[src/source/shade_cfg.svh]
// Shading data path sizes, included by the package and by any RTL that sizes vectors
`default_nettype none

`ifndef SHADE_CFG_SVH
`define SHADE_CFG_SVH

// Lanes per phrase
`define SHADE_LANES 4

// Bits per lane accumulator
`define SHADE_WIDTH 16

// Output phrase, all lanes side by side
`define SHADE_PHRASE 64

// Step counter width, taken from the low byte of a go write
`define SHADE_COUNT_W 8

`endif

`default_nettype wire

[src/source/shade_pkg.sv]
// Shared types for the shading data path, imported by the interfaces and the RTL modules
`include "shade_cfg.svh"
`default_nettype none

package shade_pkg;

	// Lane arithmetic mode, value 3 behaves as byte mode
	typedef enum logic [1:0] {
		MODE_WORD   = 2'd0,
		MODE_BYTE   = 2'd1,
		MODE_NIBBLE = 2'd2
	} shade_mode_e;

	// Register bus addresses
	typedef enum logic [3:0] {
		REG_BASE0 = 4'd0,
		REG_BASE1 = 4'd1,
		REG_BASE2 = 4'd2,
		REG_BASE3 = 4'd3,
		REG_INC0  = 4'd4,
		REG_INC1  = 4'd5,
		REG_INC2  = 4'd6,
		REG_INC3  = 4'd7,
		REG_CTRL  = 4'd8,
		REG_GO    = 4'd9
	} shade_reg_e;

	// Four lanes, lane 0 in the low bits
	typedef logic [`SHADE_LANES-1:0][`SHADE_WIDTH-1:0] lane_vec_t;

endpackage

`default_nettype wire

[src/source/shade_if.sv]
// Internal buses of the shading path: step control into the adder array, results out of it
`default_nettype none
`timescale 1ns/1ps

// Sequencer to adder array
interface shade_step_if import shade_pkg::*; ();
	// One-cycle pulse, accumulators take base
	logic        load;
	// One-cycle pulse per step
	logic        step;
	// Marks the final step of a run
	logic        last;
	shade_mode_e mode;
	logic        sat;
	// Pairs lanes 0/1 and 2/3
	logic        chain;
	lane_vec_t   base;
	lane_vec_t   inc;

	modport src (output load, step, last, mode, sat, chain, base, inc);
	modport dst (input load, step, last, mode, sat, chain, base, inc);
endinterface

// Adder array to phrase output
interface shade_res_if import shade_pkg::*; ();
	// Pulses in the cycle after each step edge
	logic      valid;
	// Result of the final step
	logic      last;
	// Accumulator contents
	lane_vec_t lanes;

	modport src (output valid, last, lanes);
	modport dst (input valid, last, lanes);
endinterface

`default_nettype wire

[src/source/add16sat.sv]
// One lane adder with word, byte and nibble carry splits and clamping, used per lane by add_array
`default_nettype none
`timescale 1ns/1ps

module add16sat import shade_pkg::*; (
	output logic [15:0] r,
	output logic        co,
	input  logic [15:0] a,
	input  logic [15:0] b,
	input  logic        cin,
	input  logic        sat,
	input  shade_mode_e mode
);

	logic        eightbit;
	logic        nibble;
	logic [9:0]  sum_lo;
	logic [17:0] sum_word;
	logic [8:0]  sum_hi;
	logic [4:0]  sum_top;
	logic        btop;
	logic        ctop;
	logic        saturate;
	logic        hisaturate;

	// Anything other than word mode splits at the byte
	assign eightbit = (mode != MODE_WORD);
	assign nibble = (mode == MODE_NIBBLE);

	// Carry in rides as an extra low bit on both operands
	// so each sum is a plain two-operand add
	assign sum_lo = {1'b0, a[7:0], cin} + {1'b0, b[7:0], cin};
	assign sum_word = {1'b0, a, cin} + {1'b0, b, cin};

	// High byte on its own, no carry from the low byte
	assign sum_hi = {1'b0, a[15:8]} + {1'b0, b[15:8]};

	// Top nibble on its own for nibble mode
	assign sum_top = {1'b0, a[15:12]} + {1'b0, b[15:12]};

	// Carry out follows the topmost active adder
	assign co = nibble ? sum_top[4] :
		eightbit ? sum_hi[8] : sum_word[17];

	// Sign of increment and carry at the clamped field's top
	assign btop = eightbit ? b[7] : b[15];
	assign ctop = eightbit ? sum_lo[9] : co;

	// Unsigned value stepped by signed increment overflows
	// when carry disagrees with the increment sign
	assign saturate = sat & (btop ^ ctop);

	// High byte only clamps in word mode
	assign hisaturate = ~eightbit & saturate;

	// Clamp is all ones on carry, all zeros otherwise
	assign r[7:0] = saturate ? {8{ctop}} : sum_lo[8:1];

	assign r[11:8] = hisaturate ? {4{ctop}} :
		eightbit ? sum_hi[3:0] : sum_word[12:9];

	// Nibble mode keeps the top nibble free of bit 11 carry
	assign r[15:12] = hisaturate ? {4{ctop}} :
		nibble ? sum_top[3:0] :
		eightbit ? sum_hi[7:4] : sum_word[16:13];

endmodule

`default_nettype wire

[src/source/add_array.sv]
// Four lane accumulators with their adders and the chain carry wiring, fed by the sequencer
`include "shade_cfg.svh"
`default_nettype none
`timescale 1ns/1ps

module add_array import shade_pkg::*; (
	input  logic      clk,
	input  logic      reset,
	shade_step_if.dst step_bus,
	shade_res_if.src  res_bus
);

	lane_vec_t                acc;
	lane_vec_t                sum;
	logic [`SHADE_LANES-1:0]  co;
	logic [`SHADE_LANES-1:0]  cin;
	logic [`SHADE_LANES-1:0]  lane_sat;

	genvar i;

	// Odd lanes are integer parts, even lanes fractions when chained
	for (i = 0; i < `SHADE_LANES; i++) begin : g_lane
		if (i % 2 == 1) begin : g_int
			// Carry from the fraction lane below
			assign cin[i] = step_bus.chain & co[i-1];
			assign lane_sat[i] = step_bus.sat;
		end else begin : g_frac
			assign cin[i] = 1'b0;
			// Fraction lane wraps so its carry reaches the integer lane
			assign lane_sat[i] = step_bus.sat & ~step_bus.chain;
		end

		add16sat u_add (
			.r    (sum[i]),
			.co   (co[i]),
			.a    (acc[i]),
			.b    (step_bus.inc[i]),
			.cin  (cin[i]),
			.sat  (lane_sat[i]),
			.mode (step_bus.mode)
		);
	end

	// Accumulators, base on load, adder result on step
	always_ff @(posedge clk) begin
		if (reset) begin
			acc <= '0;
		end else if (step_bus.load) begin
			acc <= step_bus.base;
		end else if (step_bus.step) begin
			acc <= sum;
		end
	end

	// Valid lines up with the updated accumulators
	always_ff @(posedge clk) begin
		if (reset) begin
			res_bus.valid <= 1'b0;
			res_bus.last <= 1'b0;
		end else begin
			res_bus.valid <= step_bus.step;
			res_bus.last <= step_bus.step & step_bus.last;
		end
	end

	assign res_bus.lanes = acc;

endmodule

`default_nettype wire

[src/source/phrase_out.sv]
// Output stage that registers each lane result as a 64-bit phrase with valid and done pulses
`include "shade_cfg.svh"
`default_nettype none
`timescale 1ns/1ps

module phrase_out import shade_pkg::*; (
	input  logic                     clk,
	input  logic                     reset,
	shade_res_if.dst                 res_bus,
	output logic [`SHADE_PHRASE-1:0] phrase,
	output logic                     phrase_valid,
	output logic                     done
);

	// Phrase holds its value between results
	always_ff @(posedge clk) begin
		if (reset) begin
			phrase <= '0;
		end else if (res_bus.valid) begin
			// Lane 0 lands in bits 15:0
			phrase <= res_bus.lanes;
		end
	end

	// One valid per result, done on the last
	always_ff @(posedge clk) begin
		if (reset) begin
			phrase_valid <= 1'b0;
			done <= 1'b0;
		end else begin
			phrase_valid <= res_bus.valid;
			done <= res_bus.valid & res_bus.last;
		end
	end

endmodule

`default_nettype wire

[src/source/shade_regs.sv]
// Register bus decode, lane start and increment storage and step sequencer of the shading path
`include "shade_cfg.svh"
`default_nettype none
`timescale 1ns/1ps

module shade_regs import shade_pkg::*; (
	input  logic          clk,
	input  logic          reset,
	input  logic          reg_write,
	input  shade_reg_e    reg_addr,
	input  logic [15:0]   reg_data,
	output logic          busy,
	shade_step_if.src     step_bus
);

	// Result drains through two registers after the last step
	typedef enum logic [2:0] {
		ST_IDLE,
		ST_LOAD,
		ST_STEP,
		ST_RESULT,
		ST_PHRASE
	} state_e;

	state_e                    state;
	logic [3:0]                addr_bits;
	logic [`SHADE_COUNT_W-1:0] rem;
	logic [`SHADE_COUNT_W-1:0] go_count;
	logic                      go;
	lane_vec_t                 base_r;
	lane_vec_t                 inc_r;
	shade_mode_e               mode_r;
	logic                      sat_r;
	logic                      chain_r;

	assign addr_bits = reg_addr;
	assign go_count = reg_data[`SHADE_COUNT_W-1:0];

	// Go only counts when idle and with a nonzero count
	assign go = reg_write && (reg_addr == REG_GO) && (state == ST_IDLE) && (go_count != '0);

	// Register file, writable during a run
	always_ff @(posedge clk) begin
		if (reset) begin
			base_r <= '0;
			inc_r <= '0;
			mode_r <= MODE_WORD;
			sat_r <= 1'b0;
			chain_r <= 1'b0;
		end else if (reg_write) begin
			case (reg_addr)
				REG_BASE0, REG_BASE1, REG_BASE2, REG_BASE3: begin
					base_r[addr_bits[1:0]] <= reg_data;
				end
				REG_INC0, REG_INC1, REG_INC2, REG_INC3: begin
					inc_r[addr_bits[1:0]] <= reg_data;
				end
				REG_CTRL: begin
					mode_r <= shade_mode_e'(reg_data[1:0]);
					sat_r <= reg_data[2];
					chain_r <= reg_data[3];
				end
				// Go handled by the sequencer, other addresses dropped
				default: begin
				end
			endcase
		end
	end

	// Sequencer: one load pulse, then rem step pulses
	always_ff @(posedge clk) begin
		if (reset) begin
			state <= ST_IDLE;
			rem <= '0;
			step_bus.load <= 1'b0;
			step_bus.step <= 1'b0;
			step_bus.last <= 1'b0;
		end else begin
			case (state)
				ST_IDLE: begin
					if (go) begin
						rem <= go_count;
						step_bus.load <= 1'b1;
						state <= ST_LOAD;
					end
				end
				ST_LOAD: begin
					step_bus.load <= 1'b0;
					step_bus.step <= 1'b1;
					step_bus.last <= (rem == 1);
					rem <= rem - 1'b1;
					state <= ST_STEP;
				end
				ST_STEP: begin
					if (step_bus.last) begin
						step_bus.step <= 1'b0;
						step_bus.last <= 1'b0;
						state <= ST_RESULT;
					end else begin
						step_bus.last <= (rem == 1);
						rem <= rem - 1'b1;
					end
				end
				// Last result sits in the accumulators
				ST_RESULT: state <= ST_PHRASE;
				// Last phrase and done are out
				default: state <= ST_IDLE;
			endcase
		end
	end

	assign busy = (state != ST_IDLE);

	assign step_bus.base = base_r;
	assign step_bus.inc = inc_r;
	assign step_bus.mode = mode_r;
	assign step_bus.sat = sat_r;
	assign step_bus.chain = chain_r;

endmodule

`default_nettype wire

[src/source/shade_top.sv]
// Top level of the shading data path, register bus in and phrases out on plain ports
`include "shade_cfg.svh"
`default_nettype none
`timescale 1ns/1ps

module shade_top import shade_pkg::*; (
	input  logic                     clk,
	input  logic                     reset,
	// Register bus, every strobe taken at once
	input  logic                     reg_write,
	input  logic [3:0]               reg_addr,
	input  logic [15:0]              reg_data,
	// High from go until the cycle after done
	output logic                     busy,
	// Phrase stream, present only while valid
	output logic [`SHADE_PHRASE-1:0] phrase,
	output logic                     phrase_valid,
	output logic                     done
);

	// Sequencer to adders
	shade_step_if step_bus ();

	// Adders to phrase register
	shade_res_if res_bus ();

	// Bus decode and step sequencer
	shade_regs u_regs (
		.clk       (clk),
		.reset     (reset),
		.reg_write (reg_write),
		.reg_addr  (shade_reg_e'(reg_addr)),
		.reg_data  (reg_data),
		.busy      (busy),
		.step_bus  (step_bus)
	);

	// Lane adders and accumulators
	add_array u_array (
		.clk      (clk),
		.reset    (reset),
		.step_bus (step_bus),
		.res_bus  (res_bus)
	);

	// Phrase register, valid and done
	phrase_out u_out (
		.clk          (clk),
		.reset        (reset),
		.res_bus      (res_bus),
		.phrase       (phrase),
		.phrase_valid (phrase_valid),
		.done         (done)
	);

endmodule

`default_nettype wire

[config.mk]
export PLATFORM = sky130hd
export DESIGN_NAME = shade_top
export DESIGN_NICKNAME = d
export VERILOG_FILES = /design/src/source/shade_pkg.sv /design/src/source/shade_if.sv /design/src/source/add16sat.sv /design/src/source/add_array.sv /design/src/source/phrase_out.sv /design/src/source/shade_regs.sv /design/src/source/shade_top.sv
export VERILOG_INCLUDE_DIRS = /design/src /design/src/source
export SDC_FILE = /design/constraint.sdc
export NUM_CORES = 1
export LEC_CHECK = 0
export ABC_AREA = 1
export BUFFER_PORTS_ARGS = -buffer_cell sky130_fd_sc_hd__buf_4
export CAP_MARGIN = 20
export CORE_UTILIZATION = 45
export DETAILED_ROUTE_END_ITERATION = 7
export PLACE_DENSITY = 0.63
export SYNTH_ARGS = -nofsm -noshare
export SYNTH_HDL_FRONTEND = slang
export SYNTH_SLANG_ARGS = --single-unit
[constraint.sdc]
create_clock -name clk -period 3.5 [get_ports clk]
set_input_delay 0.525 -clock clk [delete_from_list [all_inputs] [get_ports clk]]
set_output_delay 0.525 -clock clk [all_outputs]
set_load 0.005 [all_outputs]
==> results.md <==
- Post-place setup slack: around 0.2 ns
- Number of flops mapped to enable cells by yosys: 0
- RSZ-0062 raised after global routing: yes
- Share of layout cells above drive strength 1: 0.1118
- Detailed router's first-iteration violation count: between 900 and 1000
- Largest net degree at the start of global routing: 90
- Status: complete, no violations
- Clock Skew: roughly 0.0094 ns
- Post-synth ARST share: 0
- Category of the worst setup path capture point: register
- Area of the die: ~33000 um2
- Crit path kind: register to register
- DRC: 0
- Worst hold path type: primary input to register
- # setup viols final: 0
- Max-capacitance violation count: 0
- Highest ir drop seen on vdd: between 0.4 and 0.5 mV
- Crit start category: register
- Total via count after detailed routing: approximately 13000
- Post-place instance area: around 15000 um2
- Total setup buffers inserted after CTS: 0
- Final WS setup: 0.2037 ns
- Dominant combinational cell family by area after synthesis: simple AND/OR/NAND/NOR gates
- Number of buffers inserted for hold repair after clock tree synthesis: 0
- Total count of hold-check failures in the final report: 0
- Worst hold margin: a little under 0.3 ns
- Layout Nets: approximately 2100
- Critical path data arrival time: about 3.8 ns
- Number of storage elements in the synthesis netlist: about 280
- Max clock buf depth: 3
- Deepest level of the CTS H-tree: 1
- Static power due to leakage: 7.390 nW
- Synthesized netlist cell count: ~2000
- TritonCTS clock tree: built
- Root Driver: sky130_fd_sc_hd__clkbuf_16
- Library cells used by synthesis: 53
- Simple-Gate Fraction of Synth Area: 0.2220
- Antenna violations before repair: 0
- Worst Hold Depth: 2
- Most common cell type on the critical path: sky130_fd_sc_hd__nand2_1
- Crit share post-route: 0.9418
- Overall track demand over capacity in global routing: 0.2679
- Post-cts resize count: 0
- Netlist area before placement: between 10000 and 15000 um2
- Top area cells in the synthesized netlist: sky130_fd_sc_hd__dfxtp_1 39%, sky130_fd_sc_hd__nor2_1 9.8%, sky130_fd_sc_hd__o21ai_0 9.3%
- Sequential area share after synthesis: 0.3887
- Cell Count, Final, Fillers Out: 2427
- CP Cell Sequence: ha_2, fa_2, nand2_1, nand2_1, nand3_2, nand2_2, nand2_1, a21oi_1, inv_1, fa_1, inv_1, nand3_1, nand2_1, buf_4, nand3_1, o2111ai_1, nand2_1, a21oi_2, inv_1, nand2_1, nand2_1, nand3_1, nand3_1, a21oi_2
- Die outline width: roughly 180 um
- Top Ports: 90
- Area of the core: roughly 31000 um2
- Synth Area in Compound Gates: 0.2174
- Maximum clock frequency: 303.4 MHz
- Biggest fanout along the worst timing path: 3
- Number of buffer cells added on primary ports: 89
- Worst r2r path cells: 24
- Total power divided by cell area: 551.7 nW/um2
- Final Routed Wirelength: around 44000 um
- Max Transition Viols Final: 0
- Total gr overflow: 0
- Dominant register cell in the synthesized netlist: sky130_fd_sc_hd__dfxtp_1
- Cells after DPL: about 2400
- Synth top area share: 0.3887
- Total number of yosys warnings: 0
- Syn_nets: approximately 2000
- Post-route cell area: roughly 16000 um2
- Die height: 180.4 um
- Diode insertion count for antenna repair: 0
- Post-synthesis area per instance: about 7.3 um2
- Average wire length per cell after detail routing: approximately 18 um
- Post-DP HPWL: 29230 um
- Xor-xnor portion of the synthesized cell area: 0.02691
- Clock slew at the register clock pins of the worst setup and hold paths: 0.06 ns
- Standard cell with the maximum stage delay on the critical path: sky130_fd_sc_hd__fa_1
- Std cell rows: between 60 and 70
- Area growth from synthesis to final layout: 14.17%
- Multiplexer share of the synthesized area: 0
- Clock tree sinks: roughly 280
- Crit path required time: 3.99 ns
- Cell with the most instances after synthesis: sky130_fd_sc_hd__nor2_1
- First-pass GRT wire length: ~70000 um
- Drt first pass iters: 5
- CP max stage delay: 0.39 ns
- Clock buffers created by TritonCTS: 30
- Worst relative slew slack: 0.4998
- Final GP Congestion: 0.9189
- Cell accounting for the most synthesized area: sky130_fd_sc_hd__dfxtp_1
- Remaining antenna violation count after routing: 0
- Via count of the first global-routing pass: between 10000 and 15000
- Effective utilization at floorplan: 0.4632
- Number of vias per cell: approximately 5.5
- Final Core Density: 0.5289
- Synthesized-area fraction occupied by adder cells: 0.07445
- Actual transition at the worst max-transition pin: ~0.75 ns
- Top cells by instance count after synthesis: 372 x sky130_fd_sc_hd__nor2_1, 278 x sky130_fd_sc_hd__dfxtp_1, 265 x sky130_fd_sc_hd__o21ai_0, 245 x sky130_fd_sc_hd__nand2_1, 168 x sky130_fd_sc_hd__a21oi_1
- Clock insertion delay at the later pin of the skew report: about 0.56 ns
- Time the worst path needs with I/O delays and setup: between 3 and 4 ns
[power by group]
group          internal, mW  switching [mW]
Clock                  2.02            1.31
Sequential             3.50           0.273
Combinational         0.734            1.18
Total                  6.26            2.76
[state kept, by name (all words and copies together), names as in the netlist]
signal and flops:
u_out.phrase 64, u_array.res_bus.last 1, u_regs.rem 8, u_regs.state 3
u_regs.step_bus.base 64, u_array.res_bus.lanes 64, u_regs.step_bus.chain 1, u_regs.step_bus.load 1
u_regs.step_bus.mode 2, u_regs.step_bus.last 1, u_out.phrase_valid 1, u_array.res_bus.valid 1
u_regs.step_bus.sat 1, u_regs.step_bus.step 1, u_out.done 1, u_regs.step_bus.inc 64
[final cells by class]
class	count	area (um2)
Timing Repair Buffer	111	883.3
Inverter	158	598.1
Clock inverter	10	127.6
Clock buffer	46	922.1
Multi-Input combinational cell	1428	7755
Tap cell	396	495.5
Sequential cell	278	5567
Fill cell	3054	14560
[placed cells by master (no fill, tap or decap), types with 5 or more instances in the layout]
master                      synthesis  layout
sky130_fd_sc_hd__buf_4              0     107
sky130_fd_sc_hd__nor2_1           372     372
sky130_fd_sc_hd__a21oi_1          168     166
sky130_fd_sc_hd__a21oi_2           11      13
sky130_fd_sc_hd__nand2_1          245     245
sky130_fd_sc_hd__xnor2_1           16      16
sky130_fd_sc_hd__o21a_1             8       8
sky130_fd_sc_hd__clkbuf_8           1       9
sky130_fd_sc_hd__fa_1              12      11
sky130_fd_sc_hd__clkbuf_1          83       6
sky130_fd_sc_hd__o221ai_1          53      53
sky130_fd_sc_hd__nand2_2           12      12
sky130_fd_sc_hd__xor2_1            28      28
sky130_fd_sc_hd__clkinv_2           0       6
sky130_fd_sc_hd__dfxtp_1          278     277
sky130_fd_sc_hd__inv_1            148     146
sky130_fd_sc_hd__o21ai_1            7       8
sky130_fd_sc_hd__or2_2              9       9
sky130_fd_sc_hd__nand4_1           12      12
sky130_fd_sc_hd__o21ai_0          265     264
sky130_fd_sc_hd__ha_1              66      65
sky130_fd_sc_hd__a31oi_1           10      10
sky130_fd_sc_hd__nor3_1            14      14
sky130_fd_sc_hd__a211oi_1           5       5
sky130_fd_sc_hd__nand3b_1           5       5
sky130_fd_sc_hd__nand3_2            6       6
sky130_fd_sc_hd__inv_2              6       8
sky130_fd_sc_hd__clkbuf_16          0      31
sky130_fd_sc_hd__nand3_1           62      62
[metal layers]
metal / up-vias / GRT usage / share of wire
met1: 6281 / 0.3605 / 0.46
li1: 6692 / - / -
met2: 395 / 0.4315 / 0.44
met3: 69 / 0.05356 / 0.070
met5: - / 0 / 0
met4: 0 / 0.08239 / 0.029
[kinds of logic (layout without fill, tap and decap cells)]
kind of cell	count (synthesis)	after routing
fa+ha+maj	78	78
compound gates	549	549
flops	278	278
xor+xnor	44	44
simple gates	757	757
buf+inv	252	325
[critical path: cells and delay by family (launching register included)]
kind                       cells  cell delay (ns)
adders and majority gates      3             0.81
DFF                            1             0.36
buffers and inverters          4             0.38
and+or+nand+nor               13             1.05
AOI/OAI and AO/OA              4             0.60
[per-stage QoR]
step	TNS, ns	power [mW]
final	0	9.020
after detailed placement	0	5.730
after CTS	0	9.063
after floorplan	0	5.083
after global routing	-0.03218	9.510
after global placement	0	5.702
[path summary, 6_finish.rpt]
path / start / endpoint / slack, ns
max: u_array.res_bus.lanes[0] / u_array.res_bus.lanes[29] / 0.20
min: reset / u_array.res_bus.lanes[57] / 0.30
min reg2reg: u_array.res_bus.last / u_out.done / 0.43
max reg2reg: u_array.res_bus.lanes[0] / u_array.res_bus.lanes[29] / 0.20
Note: power is estimated with default switching activity, not from simulation.
